`config.mk`:
```
export PLATFORM = sky130hd
export DESIGN_NAME = smem_rsp_merge
export DESIGN_NICKNAME = d
export VERILOG_FILES = /design/src/hw/smem_pkg.sv /design/src/hw/smem_rsp_merge.sv
export SDC_FILE = /design/constraint.sdc
export NUM_CORES = 1
export LEC_CHECK = 0
export BUFFER_PORTS_ARGS = -buffer_cell sky130_fd_sc_hd__buf_2
export CORE_AREA = 4 4 90 92
export DETAILED_ROUTE_END_ITERATION = 7
export DIE_AREA = 0 0 94 96
export PLACE_DENSITY = 0.73
export SLEW_MARGIN = 15
export SYNTH_ARGS = -nofsm -noshare
export SYNTH_HDL_FRONTEND = slang
export SYNTH_SLANG_ARGS = --single-unit
```
`constraint.sdc`:
```
create_clock -name vclk -period 3.2
set_input_delay 0.64 -clock vclk [all_inputs]
set_output_delay 0.64 -clock vclk [all_outputs]
set_load 0.05 [all_outputs]
```
`src/hw/smem_pkg.sv`:
```
package smem_pkg;

    // Bytes per word
    localparam int WORD_SIZE = 4;
    localparam int WORD_WIDTH = WORD_SIZE * 8;

    // Word address, bank select in the low bits
    localparam int ADDR_WIDTH = 8;

    localparam int TAG_WIDTH = 4;

    // Sizes the issuing-port index
    localparam int MAX_REQS = 8;
    localparam int REQ_IDX_WIDTH = $clog2(MAX_REQS);

    typedef logic [WORD_WIDTH-1:0]    word_t;
    typedef logic [WORD_SIZE-1:0]     byteen_t;
    typedef logic [ADDR_WIDTH-1:0]    addr_t;
    typedef logic [TAG_WIDTH-1:0]     tag_t;
    typedef logic [REQ_IDX_WIDTH-1:0] req_idx_t;

    // rw is 1 for a write
    typedef struct packed {
        logic    rw;
        addr_t   addr;
        byteen_t byteen;
        word_t   data;
        tag_t    tag;
    } core_req_t;

    typedef struct packed {
        logic     rw;
        addr_t    addr;
        byteen_t  byteen;
        word_t    data;
        tag_t     tag;
        req_idx_t idx;
    } bank_req_t;

    // Reads only, writes return nothing
    typedef struct packed {
        word_t    data;
        tag_t     tag;
        req_idx_t idx;
    } bank_rsp_t;

    typedef struct packed {
        word_t data;
        tag_t  tag;
    } core_rsp_t;

endpackage

```
`src/hw/smem_rsp_merge.sv`:
```
`timescale 1ns/1ps

module smem_rsp_merge #(
    parameter int NUM_REQS  = 4,
    parameter int NUM_BANKS = 2
) (
    input  logic                                clk,

    input  logic [NUM_BANKS-1:0]                bank_rsp_valid,
    input  smem_pkg::bank_rsp_t [NUM_BANKS-1:0] bank_rsp,
    output logic [NUM_BANKS-1:0]                bank_rsp_ready,

    output logic [NUM_REQS-1:0]                 rsp_valid,
    output smem_pkg::core_rsp_t [NUM_REQS-1:0]  rsp,
    input  logic [NUM_REQS-1:0]                 rsp_ready
);
    import smem_pkg::*;

    logic [NUM_REQS-1:0][NUM_BANKS-1:0] port_hs;

    // Lower bank wins when two banks answer one port
    always_comb begin
        int port;
        bank_rsp_ready = '0;
        rsp_valid = '0;
        rsp = '0;
        for (int b = 0; b < NUM_BANKS; b++) begin
            port = int'(bank_rsp[b].idx);
            if (bank_rsp_valid[b] && port < NUM_REQS && !rsp_valid[port]) begin
                rsp_valid[port] = 1'b1;
                rsp[port] = '{data: bank_rsp[b].data, tag: bank_rsp[b].tag};
                bank_rsp_ready[b] = rsp_ready[port];
            end
        end
    end

    // Completed bank handshakes per port
    always_comb begin
        for (int i = 0; i < NUM_REQS; i++) begin
            for (int b = 0; b < NUM_BANKS; b++) begin
                port_hs[i][b] = bank_rsp_valid[b] && bank_rsp_ready[b]
                              && (int'(bank_rsp[b].idx) == i);
            end
        end
    end

    // A port handshake consumes exactly one bank response
    for (genvar i = 0; i < NUM_REQS; i++) begin : g_port_chk
        assert property (@(posedge clk)
            $onehot0(port_hs[i]) && ((|port_hs[i]) == (rsp_valid[i] && rsp_ready[i])))
            else $error("port %0d handshake does not match one bank response", i);
    end

endmodule

```
# Yosys cells after proc, flatten, opt, wreduce, memory -nomap -nowiden
# Index checks and enable logic that the tools add are counted.
word_totals:
  regBits: 0
  wordCells: 39
op_classes:
  n_reduce_logical: 8
  n_lt_le_gt_ge: 6
  mux: 23
  bitwise: 2
ops:
  columns: ["operator", "count"]
  rows:
  - ["$mux W144", 2]
  - ["$and A144 B144 Y144", 1]
  - ["$bwmux W144", 1]
  - ["$demux W36 S2", 2]
  - ["$mux W36", 2]
  - ["$lt A3 B3 Y1 const B", 4]
  - ["$bmux W1 S2", 4]
  - ["$mux W1", 8]
  - ["$mux W4", 2]
  - ["$ge A3 B1 Y1 const B", 2]
  - ["$logic_and A1 B1 Y1", 6]
  - ["$demux W1 S2", 2]
  - ["$or A4 B4 Y4", 1]
  - ["$logic_not A1 Y1", 2]

# Longest topological paths before layout
# Gate-level depths: netlist of run 1.
logic_depth:
  word_depth: 10
  mapped_depth: 6
  ltp_nobuf: 3

# Worst setup path before layout of run 1
# No wires, ideal clock.
synth_path:
  path_kind: "in2out"
  from: "input bank_rsp[40] in the netlist's numbering"
  to: "output rsp[43] in the netlist's numbering"
  path_slack_ns: 0.067
  path_stages: 6
  required_time_ns: 2.560
  arrival_time_ns: 2.493
  path_buffers: 3
  path_cell_list: "buf_6 > and4bb_2 > buf_4 > buf_2 > nand2_1 > o21ai_0"
synth_lines:
  columns: ["item", "line_no", "text"]
  rows:
  - ["start, declared", "smem_rsp_merge.sv:10", "input smem_pkg::bank_rsp_t [NUM_BANKS-1:0] bank_rsp,"]
  - ["end, declared", "smem_rsp_merge.sv:14", "output smem_pkg::core_rsp_t [NUM_REQS-1:0] rsp,"]

==> results of run 1 <==
## routing by layer
layer  global-route usage, %  wire length, um  share of wire (%)
met2                    37.2             4930                 50
met5                       0                0                  0
met1                    22.2             3660                 37
met3                    3.67             1010                 10
met4                    5.66              293                3.0
## cells by family after synthesis
group / Yosys count / synth area share [%]
AO/OA/AOI/OAI: 147 / 49.8
XOR/XNOR: 1 / 0.422
buffers and inverters: 39 / 12.4
multiplexers: 2 / 1.57
AND/OR/NAND/NOR: 164 / 35.8
## synthesized netlist by cell type
| library cell | instances | share of area [%] |
|---|---|---|
| buf_4 | 7 | 2.5 |
| nor2_1 | 1 | 0.18 |
| a32oi_1 | 1 | 0.42 |
| nor4b_1 | 1 | 0.42 |
| xnor2_1 | 1 | 0.42 |
| nor4b_4 | 2 | 2.3 |
| o21ai_0 | 44 | 11 |
| nand4bb_1 | 1 | 0.54 |
| nand2b_1 | 2 | 0.60 |
| clkbuf_1 | 4 | 0.72 |
| mux2i_1 | 1 | 0.48 |
| o21ai_1 | 24 | 5.8 |
| and3b_1 | 1 | 0.42 |
| buf_6 | 8 | 4.3 |
| mux4_2 | 1 | 1.1 |
| nand2_1 | 144 | 26 |
| nor2b_1 | 1 | 0.30 |
| nor2_4 | 2 | 1.1 |
| nand3_1 | 1 | 0.24 |
| inv_1 | 1 | 0.18 |
| a22o_1 | 72 | 30 |
| or2_2 | 2 | 0.60 |
| and4b_1 | 1 | 0.48 |
| nand3b_1 | 1 | 0.36 |
| o211a_1 | 1 | 0.48 |
| nand4b_1 | 1 | 0.42 |
| clkbuf_2 | 5 | 1.2 |
| and4bb_1 | 1 | 0.60 |
| buf_2 | 14 | 3.4 |
| o21ai_2 | 5 | 2.1 |
| and4bb_2 | 2 | 1.2 |
## worst max-delay path, cell delays in order
cell and delay (ns):
buf_2 0.17, and4bb_1 0.30, nor2_4 0.30, buf_12 0.23
a22o_1 0.18, buf_2 0.27
## power groups by stage
stage,clock network [W],logic [W],registers (W)
2_1_floorplan,0,0.000332,0
3_3_place_gp,0,0.000492,0
3_5_place_dp,0,0.000498,0
4_1_cts,0,0.000499,0
5_1_grt,0,0.000527,0
6_report,0,0.000499,0
## path summary, 6_finish.rpt
path,depth (start not counted),start,slack [ns],to
hold / removal,4,bank_rsp[13],1.70,rsp[10]
setup / recovery,6,bank_rsp[0],0.45,rsp[97]
## area by class of cell
type	instances	area, um2
Fill cell	774	3970
Inverter	1	3.75
Multi-Input combinational cell	314	1820
Tap cell	99	124
Timing Repair Buffer	248	1300
## per-stage QoR
| stage | utilization [%] | setup WS, ns | hold WS, ns | total power [W] | std cells |
|---|---|---|---|---|---|
| after global placement | 45.0 | 0.466 | 1.69 | 0.000492 | 662 |
| after floorplan | - | 0.0673 | 1.50 | 0.000332 | 353 |
| after CTS | 45.0 | 0.444 | 1.70 | 0.000499 | 662 |
| final | 45.0 | 0.446 | 1.70 | 0.000499 | 662 |
| after global routing | 45.0 | 0.390 | 1.72 | 0.000527 | 662 |
| after detailed placement | 45.0 | 0.444 | 1.70 | 0.000498 | 662 |
==> flow_summary_export.csv, run 1 <==
group,metric,value,unit
status,status,"completed",
sta,finalWorstPathRequiredPeriod,2.75,ns
grt,grt_pass1_wl,14900,um
drt,first_pass_iters,4,
power_and_ir_drop,p_sw_share,73.5,%
critical_path,cp.required,2.56,ns
drt,first_iter_violations,100,
grt,grt_max_degree,39,
logic_synthesis,seq_area_frac_synth,0,%
cells_and_area,clock_buffers,0,
power_and_ir_drop,p_int,0.000133,W
cells_and_area,final_cell_mix,"234 x buf_2, 144 x nand2_1, 72 x a22o_1",
drt,post_drt_wl_per_cell,14.9,um
flow_run,maxCapViolCount,0,
cells_and_area,antenna-diode-count,0,
placement,place_congestion,0.793,
placement,port_buffers,234,
power_and_ir_drop,p_switching,0.000367,W
drt,remaining_drc_errors,0,
cells_and_area,regArea,0,um2
critical_path,crit_path_start_kind,"primary input",
cells_and_area,nets,650,
grt,grtUsageTotal,19.6,%
grt,antenna_found_initial,0,
floorplan,start_util,28.8,%
cts,cts-resized-gates,0,
cells_and_area,seq_cells,0,
sta,fmax,0.363,GHz
floorplan,std_cell_rows,31,
floorplan,dieHeight,96,um
drt,antenna_left,0,
sta,rsz0062_at_grt,"false",
logic_synthesis,ys_warn_count,0,
drt,via_per_inst,5.19,
placement,placed_area,0.00325,mm2
power_and_ir_drop,power_leakage,1.82,nW
power_and_ir_drop,p_clk_share,0,%
sta,relSlewSlack,75.3,%
floorplan,dieArea,0.00902,mm2
min_path,hp-class,"primary input to output pin",
critical_path,arrival,2.11,ns
floorplan,ios,235,
logic_synthesis,synth.distinct_cells,31,
grt,grt_overflow,0,
floorplan,coreArea,0.00721,mm2
logic_synthesis,syn_area,0.00207,mm2
cells_and_area,final_cell_area,0.00325,mm2
power_and_ir_drop,p_per_area,154,mW/mm2
cells_and_area,layout_commonest_cell,"buf_2",
cts,post_cts_buffers,0,
sta,finalCritPeriodShare,86.1,%
sta,tightest_slew,0.371,ns
placement,dp_hpwl,7830,um
critical_path,critPathMaxFanout,28,
logic_synthesis,synth_nets,438,
logic_synthesis,syn_inst,353,
drt,vias,3437,
logic_synthesis,syn_area_per_cell,5.88,um2
cts,cts_hold_buf,0,
cells_and_area,drive_above_1_share,46.5,%
sta,hold_violations,0,
cells_and_area,area_growth,56.5,%
sta,finalSetupViolCount,0,
power_and_ir_drop,vdd_drop_max,0.0000721,V
power_and_ir_drop,seq_power_share,0,%
floorplan,dieWidth,94,um
drt,routed_wl,9890,um
grt,grt_pass1_vias,3154,
power_and_ir_drop,combinationalPowerShare,100.0,%
sta,slew_violations,0,
sta,tns,0,ns
critical_path,critPathCaptureType,"output pin",
critical_path,path_class,"primary input to output pin",
Note: power is estimated with default switching activity, not from simulation.
==> run 2, diff against run 1 <==
--- a/config.mk
+++ b/config.mk
@@ -9,7 +9,7 @@
 export CORE_AREA = 4 4 90 92
 export DETAILED_ROUTE_END_ITERATION = 7
 export DIE_AREA = 0 0 94 96
-export PLACE_DENSITY = 0.73
+export PLACE_DENSITY = 0.68
 export SLEW_MARGIN = 15
 export SYNTH_ARGS = -nofsm -noshare
 export SYNTH_HDL_FRONTEND = slang
==> run 2 against run 1 <==
  * Fmax is 4.6% higher
  * Via count is 0.15% lower
  * First-iteration DRC count stayed put
  * Critical path depth stayed put
  * Worst setup slack better by 0.12 ns
  * Sequential share of layout area stayed put
  * Hold slack hardly changed
  * Wire length is 3.2% lower
  * Utilization is 0.14 points lower
  * Final cell count is 0.30% higher
  * Die area stayed put
  * Clock-buffer cell count stayed put
  * Largest power group unchanged
==> flow_summary_export.csv, run 2 (synthesis results as in run 1) <==
group,metric,value,unit
critical_path,cp_common_cell,"buf_2",
min_path,hp-class,"primary input to output pin",
grt,grt_max_degree,39,
grt,antenna_found_initial,0,
floorplan,std_cell_rows,31,
critical_path,critPathMaxStageDelay,0.30,ns
sta,fmax,0.380,GHz
critical_path,crit_path_start_kind,"primary input",
drt,routed_wl,9570,um
critical_path,arrival,1.99,ns
placement,place_congestion,0.783,
drt,post_drt_wl_per_cell,14.4,um
floorplan,dieWidth,94,um
sta,tns,0,ns
sta,finalSetupViolCount,0,
critical_path,critPathCaptureType,"output pin",
cells_and_area,final_cell_area,0.00324,mm2
cells_and_area,nets,652,
grt,grtUsageTotal,18.2,%
drt,antenna_left,0,
floorplan,coreArea,0.00721,mm2
status,status,"completed",
cells_and_area,seq_cells,0,
cts,post_cts_buffers,0,
drt,first_iter_violations,100,
drt,first_pass_iters,5,
cells_and_area,regArea,0,um2
power_and_ir_drop,vdd_drop_max,0.0000820,V
cells_and_area,antenna-diode-count,0,
sta,rsz0062_at_grt,"false",
cells_and_area,final_cell_mix,"234 x buf_2, 144 x nand2_1, 72 x a22o_1",
floorplan,ios,235,
placement,dp_hpwl,7790,um
placement,placed_area,0.00324,mm2
sta,finalWorstPathRequiredPeriod,2.63,ns
sta,slew_violations,0,
critical_path,critPathMaxFanout,17,
critical_path,worst-path-buf-inv,3,
drt,vias,3432,
floorplan,start_util,28.8,%
grt,grt_pass1_wl,14100,um
cells_and_area,area_growth,56.0,%
cts,cts_hold_buf,0,
drt,via_per_inst,5.17,
critical_path,critPathTopFamily,"buffers and inverters",
grt,grt_overflow,0,
floorplan,dieArea,0.00902,mm2
critical_path,path_class,"primary input to output pin",
cells_and_area,drive_above_1_share,46.7,%
min_path,hold_start,"bank_rsp[12]",
cells_and_area,fillers,774,
cts,cts-resized-gates,0,
floorplan,dieHeight,96,um
sta,finalCritPeriodShare,82.2,%
critical_path,cp_slowest_cell,"and4bb_1",
cells_and_area,layout_commonest_cell,"buf_2",
placement,port_buffers,234,
min_path,min_to,"rsp[9]",
grt,grt_pass1_vias,3068,
min_path,holdPathStages,4,
power_and_ir_drop,power_leakage,1.82,nW
sta,relSlewSlack,76.2,%
cells_and_area,clock_buffers,0,
drt,remaining_drc_errors,0,
sta,hold_violations,0,
power_and_ir_drop,p_per_area,153,mW/mm2
flow_run,maxCapViolCount,0,
critical_path,cp.required,2.56,ns
critical_path,cp_cell_sequence,"buf_2 > and4bb_1 > buf_4 > a32oi_1 > o211a_1 > buf_2",
sta,tightest_slew,0.358,ns
run 2: cell count changes in the layout (fill, tap and decap cells not counted):
cell,change
buf_12,-2
buf_4,+4
run 2: worst max path at each step:
stage / from / to / slack (ns) / cells after the start
finish: bank_rsp[0] / bank_rsp_ready[1] / 0.57 / 6
detailed placement: bank_rsp[0] / bank_rsp_ready[1] / 0.57 / 6
global placement: bank_rsp[0] / bank_rsp_ready[1] / 0.59 / 6
global route: bank_rsp[0] / bank_rsp_ready[1] / 0.50 / 6
CTS: bank_rsp[0] / bank_rsp_ready[1] / 0.57 / 6
floorplan: bank_rsp[40] / rsp[43] / 0.07 / 6
run 2: per-layer routing:
layer,vias up,GRT usage [%],part of all wire [%]
li1,1701,-,-
met1,1560,19.9,38
met2,167,37.8,53
met3,4,2.66,9.1
met4,0,1.68,0.42
met5,-,0,0
run 2: layout make-up:
| class | count | area (um2) | share of cell area, % |
|---|---|---|---|
| multi-input combinational | 314 | 1820 | 56.2 |
| timing repair buffer | 250 | 1290 | 39.9 |
| tap | 99 | 124 | 3.83 |
| inverter | 1 | 3.75 | 0.116 |
run 2: stage by stage:
stage	util, %	std cells	total power, W	hold WS, ns	setup slack, ns
after detailed placement	44.9	664	0.000495	1.70	0.571
final	44.9	664	0.000495	1.70	0.568
after global placement	44.9	664	0.000489	1.69	0.591
after CTS	44.9	664	0.000495	1.70	0.568
after floorplan	-	353	0.000332	1.50	0.0673
after global routing	44.9	664	0.000523	1.71	0.502
run 2: power by group:
| part | internal [W] | switching [W] | total, W |
|---|---|---|---|
| sequential | 0 | 0 | 0 |
| clock | 0 | 0 | 0 |
| combinational | 0.000132 | 0.000363 | 0.000495 |
